<file path="src/cpu_pkg.sv">
package cpu_pkg;

  typedef logic [31:0] word_t;
  typedef logic [31:0] instr_t;
  typedef logic [5:0]  opcode_t;
  typedef logic [4:0]  reg_idx_t;
  typedef logic [15:0] imm_t;

  localparam int NUM_REGS = 32;

  // instruction field positions
  localparam int OPCODE_MSB = 31;
  localparam int OPCODE_LSB = 26;
  localparam int RS_MSB     = 25;
  localparam int RS_LSB     = 21;
  localparam int RT_MSB     = 20;
  localparam int RT_LSB     = 16;
  localparam int RD_MSB     = 15;
  localparam int RD_LSB     = 11;
  localparam int IMM_MSB    = 15;
  localparam int IMM_LSB    = 0;

  // r-type
  localparam opcode_t OP_ADD  = 6'h00;
  localparam opcode_t OP_SUB  = 6'h01;
  localparam opcode_t OP_AND  = 6'h02;
  localparam opcode_t OP_OR   = 6'h03;
  localparam opcode_t OP_SLT  = 6'h04;
  // i-type, immediate zero-extended
  localparam opcode_t OP_ADDI = 6'h08;
  localparam opcode_t OP_ORI  = 6'h0D;

  typedef enum logic [2:0] {
    ALU_ADD,
    ALU_SUB,
    ALU_AND,
    ALU_OR,
    ALU_SLT
  } alu_op_e;

  typedef struct packed {
    alu_op_e  alu_op;
    reg_idx_t rs;
    reg_idx_t rt;
    reg_idx_t dest;
    imm_t     imm;
    logic     use_imm;
    logic     reg_write;
  } uop_t;

  typedef struct packed {
    reg_idx_t dest;
    word_t    data;
  } wb_t;

endpackage

</file>
<file path="src/alu.sv">
`timescale 1ns/10ps

module alu (
  input  cpu_pkg::alu_op_e op,
  input  cpu_pkg::word_t   a,
  input  cpu_pkg::word_t   b,
  output cpu_pkg::word_t   result
);
  import cpu_pkg::*;

  logic lt;

  assign lt = $signed(a) < $signed(b);

  always_comb begin
    case (op)
      ALU_ADD: result = a + b;
      ALU_SUB: result = a - b;
      ALU_AND: result = a & b;
      ALU_OR:  result = a | b;
      ALU_SLT: result = word_t'(lt);
      default: result = '0;
    endcase
  end

endmodule

</file>
<file path="src/cpu_core.sv">
`timescale 1ns/10ps

module cpu_core #(
  parameter int QUEUE_DEPTH = 4
) (
  input  logic            clk,
  input  logic            arst_n,
  input  logic            instr_valid,
  input  cpu_pkg::instr_t instr,
  input  logic            hold,
  output logic            queue_full,
  output logic            wb_valid,
  output cpu_pkg::wb_t    wb
);
  import cpu_pkg::*;

  uop_t dec_uop;
  logic dec_valid;
  uop_t head;
  logic empty;
  logic pop;

  instr_decoder u_decoder (
    .instr       (instr),
    .instr_valid (instr_valid),
    .uop         (dec_uop),
    .uop_valid   (dec_valid)
  );

  op_queue #(
    .QUEUE_DEPTH (QUEUE_DEPTH)
  ) u_queue (
    .clk        (clk),
    .arst_n     (arst_n),
    .push       (dec_valid),
    .push_uop   (dec_uop),
    .pop        (pop),
    .head       (head),
    .empty      (empty),
    .queue_full (queue_full)
  );

  exec_pipe u_exec (
    .clk      (clk),
    .arst_n   (arst_n),
    .head     (head),
    .empty    (empty),
    .hold     (hold),
    .pop      (pop),
    .wb_valid (wb_valid),
    .wb       (wb)
  );

endmodule

</file>
<file path="src/exec_pipe.sv">
`timescale 1ns/10ps

module exec_pipe (
  input  logic          clk,
  input  logic          arst_n,
  input  cpu_pkg::uop_t head,
  input  logic          empty,
  input  logic          hold,
  output logic          pop,
  output logic          wb_valid,
  output cpu_pkg::wb_t  wb
);
  import cpu_pkg::*;

  word_t rd_data_a;
  word_t rd_data_b;
  logic  iss_write;
  uop_t  iss_uop;
  word_t iss_a;
  word_t iss_b;
  word_t op_a;
  word_t op_b;
  word_t alu_b;
  word_t alu_result;

  // bypass from the writeback register, never for r0
  function automatic word_t fwd(input reg_idx_t idx, input word_t data);
    word_t sel;
    if (wb_valid && (idx != '0) && (wb.dest == idx)) begin
      sel = wb.data;
    end else begin
      sel = data;
    end
    return sel;
  endfunction

  //////////////////////////////////////////////////
  // issue / register read
  //////////////////////////////////////////////////

  assign pop = !hold && !empty;

  reg_file u_reg_file (
    .clk       (clk),
    .arst_n    (arst_n),
    .rd_addr_a (head.rs),
    .rd_addr_b (head.rt),
    .rd_data_a (rd_data_a),
    .rd_data_b (rd_data_b),
    .wr_en     (wb_valid),
    .wr        (wb)
  );

  // bubble when nothing is popped
  always_ff @(posedge clk or negedge arst_n) begin
    if (!arst_n) begin
      iss_write <= 1'b0;
    end else begin
      iss_write <= pop && head.reg_write;
    end
  end

  always_ff @(posedge clk) begin
    iss_uop <= head;
    iss_a   <= rd_data_a;
    iss_b   <= rd_data_b;
  end

  //////////////////////////////////////////////////
  // execute
  //////////////////////////////////////////////////

  always_comb begin
    op_a = fwd(iss_uop.rs, iss_a);
    op_b = fwd(iss_uop.rt, iss_b);
  end

  assign alu_b = iss_uop.use_imm ? {16'h0000, iss_uop.imm} : op_b;

  alu u_alu (
    .op     (iss_uop.alu_op),
    .a      (op_a),
    .b      (alu_b),
    .result (alu_result)
  );

  //////////////////////////////////////////////////
  // writeback
  //////////////////////////////////////////////////

  always_ff @(posedge clk or negedge arst_n) begin
    if (!arst_n) begin
      wb_valid <= 1'b0;
    end else begin
      wb_valid <= iss_write;
    end
  end

  always_ff @(posedge clk) begin
    wb.dest <= iss_uop.dest;
    wb.data <= alu_result;
  end

endmodule

</file>
<file path="src/instr_decoder.sv">
`timescale 1ns/10ps

module instr_decoder (
  input  cpu_pkg::instr_t instr,
  input  logic            instr_valid,
  output cpu_pkg::uop_t   uop,
  output logic            uop_valid
);
  import cpu_pkg::*;

  opcode_t  opcode;
  reg_idx_t rt;
  reg_idx_t rd;
  logic     known;
  logic     use_rd;
  logic     use_imm;
  alu_op_e  alu_op;

  assign opcode = instr[OPCODE_MSB:OPCODE_LSB];
  assign rt     = instr[RT_MSB:RT_LSB];
  assign rd     = instr[RD_MSB:RD_LSB];

  // control decode
  always_comb begin
    known   = 1'b1;
    use_rd  = 1'b1;
    use_imm = 1'b0;
    alu_op  = ALU_ADD;
    case (opcode)
      OP_ADD:  alu_op = ALU_ADD;
      OP_SUB:  alu_op = ALU_SUB;
      OP_AND:  alu_op = ALU_AND;
      OP_OR:   alu_op = ALU_OR;
      OP_SLT:  alu_op = ALU_SLT;
      OP_ADDI: begin
        alu_op  = ALU_ADD;
        use_rd  = 1'b0;
        use_imm = 1'b1;
      end
      OP_ORI: begin
        alu_op  = ALU_OR;
        use_rd  = 1'b0;
        use_imm = 1'b1;
      end
      default: known = 1'b0;
    endcase
  end

  always_comb begin
    uop.alu_op    = alu_op;
    uop.rs        = instr[RS_MSB:RS_LSB];
    uop.rt        = rt;
    uop.dest      = use_rd ? rd : rt;
    uop.imm       = instr[IMM_MSB:IMM_LSB];
    uop.use_imm   = use_imm;
    // unknown opcodes and r0 targets retire silently
    uop.reg_write = known && (uop.dest != '0);
  end

  assign uop_valid = instr_valid;

endmodule

</file>
<file path="src/op_queue.sv">
`timescale 1ns/10ps

module op_queue #(
  parameter int QUEUE_DEPTH = 4
) (
  input  logic          clk,
  input  logic          arst_n,
  input  logic          push,
  input  cpu_pkg::uop_t push_uop,
  input  logic          pop,
  output cpu_pkg::uop_t head,
  output logic          empty,
  output logic          queue_full
);
  import cpu_pkg::*;

  localparam int PTR_W = $clog2(QUEUE_DEPTH);
  localparam int CNT_W = $clog2(QUEUE_DEPTH + 1);

  uop_t             mem [QUEUE_DEPTH];
  logic [PTR_W-1:0] wr_ptr;
  logic [PTR_W-1:0] rd_ptr;
  logic [CNT_W-1:0] count;
  logic             do_push;
  logic             do_pop;

  assign queue_full = (count == CNT_W'(QUEUE_DEPTH));
  assign empty      = (count == '0);
  assign do_push    = push && !queue_full;
  assign do_pop     = pop && !empty;
  assign head       = mem[rd_ptr];

  always_ff @(posedge clk) begin
    if (do_push) begin
      mem[wr_ptr] <= push_uop;
    end
  end

  // pointers wrap at depth, which need not be a power of two
  always_ff @(posedge clk or negedge arst_n) begin
    if (!arst_n) begin
      wr_ptr <= '0;
      rd_ptr <= '0;
      count  <= '0;
    end else begin
      if (do_push) begin
        wr_ptr <= (wr_ptr == PTR_W'(QUEUE_DEPTH - 1)) ? '0 : wr_ptr + 1'b1;
      end
      if (do_pop) begin
        rd_ptr <= (rd_ptr == PTR_W'(QUEUE_DEPTH - 1)) ? '0 : rd_ptr + 1'b1;
      end
      if (do_push && !do_pop) begin
        count <= count + 1'b1;
      end else if (do_pop && !do_push) begin
        count <= count - 1'b1;
      end
    end
  end

endmodule

</file>
<file path="src/reg_file.sv">
`timescale 1ns/10ps

module reg_file (
  input  logic             clk,
  input  logic             arst_n,
  input  cpu_pkg::reg_idx_t rd_addr_a,
  input  cpu_pkg::reg_idx_t rd_addr_b,
  output cpu_pkg::word_t   rd_data_a,
  output cpu_pkg::word_t   rd_data_b,
  input  logic             wr_en,
  input  cpu_pkg::wb_t     wr
);
  import cpu_pkg::*;

  word_t regs [NUM_REGS];

  // r0 reads zero, same-cycle write passes through
  function automatic word_t read_port(input reg_idx_t addr);
    word_t data;
    if (addr == '0) begin
      data = '0;
    end else if (wr_en && (wr.dest == addr)) begin
      data = wr.data;
    end else begin
      data = regs[addr];
    end
    return data;
  endfunction

  always_ff @(posedge clk or negedge arst_n) begin
    if (!arst_n) begin
      for (int i = 0; i < NUM_REGS; i++) begin
        regs[i] <= '0;
      end
    end else if (wr_en && (wr.dest != '0)) begin
      regs[wr.dest] <= wr.data;
    end
  end

  always_comb begin
    rd_data_a = read_port(rd_addr_a);
    rd_data_b = read_port(rd_addr_b);
  end

endmodule

</file>
<file path="config.mk">
export PLATFORM = sky130hd
export DESIGN_NAME = cpu_core
export DESIGN_NICKNAME = d
export VERILOG_FILES = /design/src/cpu_pkg.sv /design/src/alu.sv /design/src/cpu_core.sv /design/src/exec_pipe.sv /design/src/instr_decoder.sv /design/src/op_queue.sv /design/src/reg_file.sv
export SDC_FILE = /design/constraint.sdc
export NUM_CORES = 2
export LEC_CHECK = 0
export BUFFER_PORTS_ARGS = -buffer_cell sky130_fd_sc_hd__buf_2
export CORE_UTILIZATION = 40
export DETAILED_ROUTE_END_ITERATION = 8
export GPL_ROUTABILITY_DRIVEN = 1
export GPL_TIMING_DRIVEN = 1
export SLEW_MARGIN = 40
export SYNTH_ARGS = -nofsm -noshare
export SYNTH_HDL_FRONTEND = slang
export SYNTH_SLANG_ARGS = --single-unit
</file>
<file path="constraint.sdc">
create_clock -name clk -period 5.6 [get_ports clk]
set_clock_uncertainty 0.05 [all_clocks]
set_input_delay 0.56 -clock clk [delete_from_list [all_inputs] [get_ports clk]]
set_output_delay 0.56 -clock clk [all_outputs]
set_load 0.05 [all_outputs]
</file>
Word-level counts from Yosys, hierarchy flattened
Memories as Yosys holds them, arrays and structs flattened.
Index checks and enable logic that the tools add are counted.

operators by class
  shifts and indexed selects = 0
  $lt $le $gt $ge = 5
  add/subtract/negate cells = 6
  bitwise operators = 5
  mux-type cells = 25
  divide/modulo/power cells = 0
  equality and inequality tests = 17
  reductions and logical operators = 33
  multiply operators = 0

operators by type and width
  kind                                                      number
  bitwise mux 1024 bit                                      1
  binary-select mux 32 bit (select 5 bit)                   2
  two-way mux 32 bit                                        10
  demux 32 bit (select 5 bit)                               1
  one-hot mux 32 bit (5 select lines)                       1
  adder 32 bit                                              1
  AND 32 bit                                                1
  < comparator 32 bit                                       1
  bitwise OR 32 bit                                         1
  subtractor 32 bit                                         1
  equality test 5 bit                                       4
  nonzero test 5 bit                                        4
  greater-or-equal comparator 6 bit, second input constant  3
  inverter 5 -> 6 bit                                       3
  logical AND 1 bit                                         15
  equality test 6 x 2 -> 1 bit, second input constant       2
  equality test 6 x 4 -> 1 bit, second input constant       2
  one-hot mux 3 bit (4 select lines)                        1
  zero test 5 bit                                           2
  OR reduction 7 bit                                        1
  equality test 3 x 2 -> 1 bit, second input constant       2
  equality test 3 bit, second input constant                2
  equality test 6 x 1 -> 1 bit, second input constant       1
  equality test 6 x 3 -> 1 bit, second input constant       1
  15 further kinds                                          28

word-level totals
  memory bits (writable) = 144
  memories = 1
  memory bits (read-only) = 0
  register bits = 1169
  logic and storage cells = 139
  output and inout port bits = 39
  input bits = 36
  latch bits = 0

memory list
  memory       words  bits a word  read ports  clocked after Yosys merged registers in  wr ports  line            source
  u_queue.mem  4      36           1           0                                        1         op_queue.sv:20  uop_t mem [QUEUE_DEPTH];

Depth between registers and ports, before layout
  depth in word-level cells = 7
  gate-level depth with buffers = 20
  mapped depth without buffers = 18

By module
Synthesis repeated with hierarchy kept, for this count alone.

second synthesis, totals
  cells, all modules = 5243
  area, all modules = 70547.7 um^2

modules (own cells, without submodules)
  module         area an instance (um^2)  instances  cells an instance
  reg_file       55169.2                  1          3866
  op_queue       5652.9                   1          225
  alu            4979.8                   1          763
  exec_pipe      4312.9                   1          334
  instr_decoder  432.9                    1          55

Least setup slack after synthesis
OpenSTA, ideal clock, no wires.

  path type = register to register
  start = reg u_exec.wb[36] (netlist name)
  end = reg u_exec.wb[29] (netlist name)
  setup time = 0.074 ns
  setup slack = 0.369 ns
  data arrival time = 5.107 ns
  clock period less this slack = 5.231 ns
  required time = 5.476 ns
  path buffers = 4
  stages on the path, launching flop included = 19
  path through = dfxtp_1 -> clkbuf_1 -> a21oi_1 -> nor4_1 -> and3_1 -> clkbuf_1 -> buf_1 -> mux2i_1 -> inv_1 -> ha_1 -> buf_6 -> or3_1 -> or4_4 -> a2111oi_4 -> nor3_2 -> o31ai_4 -> a41oi_2 -> or4_1 -> a31oi_1

between the ends
  word-level cells in the longest chain between the ends = 6
  elaborated cells between the ends (all ways) = 12

ends and longest elaborated chain
  element                                          line             source
  equality test 5 bit                              exec_pipe.sv:29  if (wb_valid && (idx != '0) && (wb.dest == idx)) begin
  logical AND 1 bit                                exec_pipe.sv:29
  two-way mux 32 bit                               exec_pipe.sv:29
  two-way mux 32 bit                               exec_pipe.sv:78  assign alu_b = iss_uop.use_imm ? {16'h0000, iss_uop.imm} : op_b;
  subtractor 32 bit, or another cell as far along  alu.sv:18        ALU_SUB: result = a - b;
  one-hot mux 32 bit (5 select lines) *            alu.sv:16        case (op)

Every way passes the cells marked *; elsewhere a longest branch is shown, timed or not.
A chain may end at the register's enable or synchronous reset.

Final worst setup path
  start = reg u_exec.iss_uop[29] (netlist name)
  end = reg u_exec.wb[31] (netlist name)

between the ends
  word-level cells in the longest chain between the ends = 6
  elaborated cells between the ends (all ways) = 10

ends and longest elaborated chain
  element                                          line             source
  start: declaration                               exec_pipe.sv:18  uop_t iss_uop;
  start signal: assignment                         exec_pipe.sv:64  iss_uop <= head;
  nonzero test 5 bit                               exec_pipe.sv:29
  logical AND 1 bit                                exec_pipe.sv:29
  logical AND 1 bit *                              exec_pipe.sv:29
  two-way mux 32 bit *                             exec_pipe.sv:29
  subtractor 32 bit, or another cell as far along  alu.sv:18
  one-hot mux 32 bit (5 select lines) *            alu.sv:16

Marked as above.

==> flow_summary.toml <==
[status]
status = "completed"

[global_route]
antenna_found_initial = 19
grt_pass1_wl_mm = 363
layer_with_the_highest_usage = "met2"
first_global_vias = 50900
met2_usage_pct = 42.7
grt_max_degree = 146
globalRouteMet3Util_pct = 7.49
globalRouteMet1Util_pct = 38.4
globalRouteOverflowTotal = 0
grt_util_all_layers_pct = 28.4

[clocking]
cts_htree_levels = 4
cts_resized = 0
tritoncts_num_sinks = 1313
cts.root.buffer_cell = "clkbuf_16"
tritoncts = "built"
ctsLongestPathBuffers = 3
clk_pin_slew_ns = 0.06
clkLatencyLatePin_ns = 0.81
cts_made_buffers = 146

[finish]
design.final.nets = 5941
syn_to_final_growth_pct = 12.9
final_layout_size_suffix_gt1_share_pct = 33.5
final_common_cell = "dfrtp_1"
mostFrequentLayoutCells = "dfrtp_1, mux2_2, nand2_1, mux4_2, a21oi_1"

[placed_design]
dp_hpwl_mm = 159
pre_cts_slack_ns = 0.616
portBuffers = 74
gp_routability_congestion = 0.912

[synth]
most_used_flip_flop_cell_after_synthesis = "dfrtp_1"
synth-xor-area-share_pct = 0.517
synth.ff_latch_count = 1313
postSynth.asyncResetShare_pct = 78.7
mean_area_per_synthesized_cell_um2 = 11.9
seq_area_frac_synth_pct = 47.3
synthSimpleGateAreaFrac_pct = 8.91
synth_compound_gate_area_share_pct = 8.11
syn-cell-area_um2 = 69500
yosys_warnings = 0
postSynthCellCount = 5858
synthesis.nets = 5999
synth_enable_flop_cells = 144
muxShareOfSynthArea_pct = 29.4
post_synth_num_cell_types = 82
synth_top_family_by_area = "multiplexers"
post_synth_fa_ha_maj_area_fraction_pct = 1.92

[hold_path]
min_from = "instr[31]"
worst_hold_path_type = "in -> reg"

[timing]
setup_repair_after_global_routing_missed_its_margin = "no"
fin_setup_tns_ns = 0
finalCriticalPeriod_ns = 5.04
fmax_mhz = 198
post-route-worst-setup-slack_ns = 0.558
maxSlewHeadroom_pct = 28.6
slew_viol_final = 0
tightest_slew_ns = 1.07
setup-violations-final = 0
timing_hold_violations_final = 0
final.period_utilization_pct = 90.0

[floorplan]
core_area_um2 = 172000
die_h_um = 419
num_io_pins = 75
floorplan.initialDensity_pct = 40.4
die-area_um2 = 175000
fp-row-count = 152
width_of_the_die_um = 419

[drt]
dr_total_vias = 52000
post_route_ant_nets = 0
drc = 0
detailedRoute.firstIterationViolations = 6865
drt-wirelength-per-cell_um = 30.5
detailedRoute.firstPassIterationCount = 6
postRouteWirelength_mm = 251
routed_via_density = 6.32

[critical_path]
timing.critical_path.from = "u_exec.iss_uop[29]"
worst_setup_path_start_kind = "flop"
worstPathRequired_ns = 6.20
cp-end-kind = "flop"
timing.critical_path.fanout_max = 13
worst_r2r_start = "u_exec.iss_uop[29]"
setup.worst_path.class = "reg -> reg"
timing.critical_path.arrival_ns = 5.64

[power]
vdd.ir_drop.worst_v = 0.000424
total_power_mw = 51.2
p_per_area_nw_per_um2 = 652
total_leakage_power_nw = 33.8

[flow_run]
timing.max_cap.violations = 0
power by group:
| group | switching [mW] | leakage [nW] | total [mW] | internal, mW |
|---|---|---|---|---|
| clock network | 4.16 | 2.32 | 9.67 | 5.51 |
| logic | 16.4 | 14.8 | 26.1 | 9.71 |
| registers | 2.54 | 16.7 | 15.4 | 12.9 |
| total | 23.1 | 33.8 | 51.2 | 28.1 |
synthesized netlist by cell type (63+ instances only):
master | count | area, µm²
buf_1 | 90 | 338
nand3_1 | 170 | 851
buf_2 | 63 | 315
edfxtp_1 | 144 | 4320
mux4_2 | 342 | 7700
a21oi_1 | 204 | 1020
nand2_1 | 896 | 3360
o21ai_0 | 88 | 440
nor2_1 | 157 | 589
dfrtp_1 | 1033 | 25800
mux2i_1 | 138 | 1380
inv_1 | 98 | 368
clkbuf_1 | 381 | 1430
mux2_2 | 1010 | 11400
dfxtp_1 | 136 | 2720
a31oi_1 | 76 | 475
ha_1 | 102 | 1280
per-stage QoR:
step / cell area, µm² / cells / hold slack, ns / utilization [%]
final: 78500 / 8230 / 0.0529 / 45.6
after global routing: 78500 / 8229 / 0.0447 / 45.6
after CTS: 78300 / 8224 / 0.00371 / 45.5
after detailed placement: 73300 / 7930 / 0.262 / 42.6
after global placement: 72900 / 7915 / 0.262 / 42.4
after floorplan: 69500 / 5858 / 0.214 / -
path summary, 6_finish.rpt:
| path | endpoint | slack [ns] | cells after the start |
|---|---|---|---|
| setup / recovery | u_exec.wb[31] | 0.56 | 17 |
| min in group asynchronous | u_exec.u_reg_file.regs[633] | 0.24 | 2 |
| hold reg to reg | u_exec.wb[35] | 0.28 | 0 |
| setup reg to reg | u_exec.wb[31] | 0.56 | 17 |
| max in group asynchronous | u_exec.u_reg_file.regs[232] | 3.80 | 4 |
| hold / removal | u_queue.mem[1][34] | 0.05 | 2 |
registers in the layout (all words and copies together), names as in the netlist:
name,count
u_exec.iss_a,32
u_exec.iss_b,32
u_exec.iss_uop,35
u_exec.iss_write,1
u_exec.u_reg_file.regs,1024
u_exec.wb,37
u_exec.wb_valid,1
u_queue.count,3
u_queue.mem,144
u_queue.rd_ptr,2
u_queue.wr_ptr,2
critical path: stages (launching register included):
cell and delay (ns):
dfxtp_1 0.35, nor4_1 0.07, nor3_1 0.14, a21oi_1 0.06, nor4_1 0.26, and3_2 0.26, buf_4 0.26, buf_4 0.31
mux2i_1 0.30, inv_1 0.11, ha_1 0.44, or4_4 0.58, a2111oi_4 0.46, nor4_1 0.15, or3_1 0.47, nor3_1 0.27
nor3_1 0.08, a221o_1 0.29
logic make-up after synthesis:
logic type	count (synthesis)
buffers and inverters	656
adders and majority gates	105
and+or+nand+nor	1445
xor gates and xnor gates	41
DFF	1313
muxes	1490
AOI/OAI and AO/OA	808
routing by layer:
| metal | routed length [µm] | vias to the layer above |
|---|---|---|
| met4 | 12300 | 12 |
| met1 | 101000 | 27000 |
| met2 | 111000 | 2849 |
| met3 | 25800 | 626 |
| met5 | 86 | - |
| li1 | - | 21500 |
layout make-up:
class	count	area [µm²]
Tap cell	2310	2890
Antenna cell	2	5.00
Multi-Input combinational cell	3889	34300
Timing Repair Buffer	342	3150
Sequential cell	1313	32900
Fill cell	15400	93600
Clock inverter	37	470
Clock buffer	229	4300
Inverter	108	438
timing repair:
action                                  4_1_cts  5_1_grt
hold buffers                                 28        0
endpoints found under the hold margin       182        0
endpoints found under the setup margin        0        0
buffers inserted                              0        0
Power figures use the tool's default switching activity.
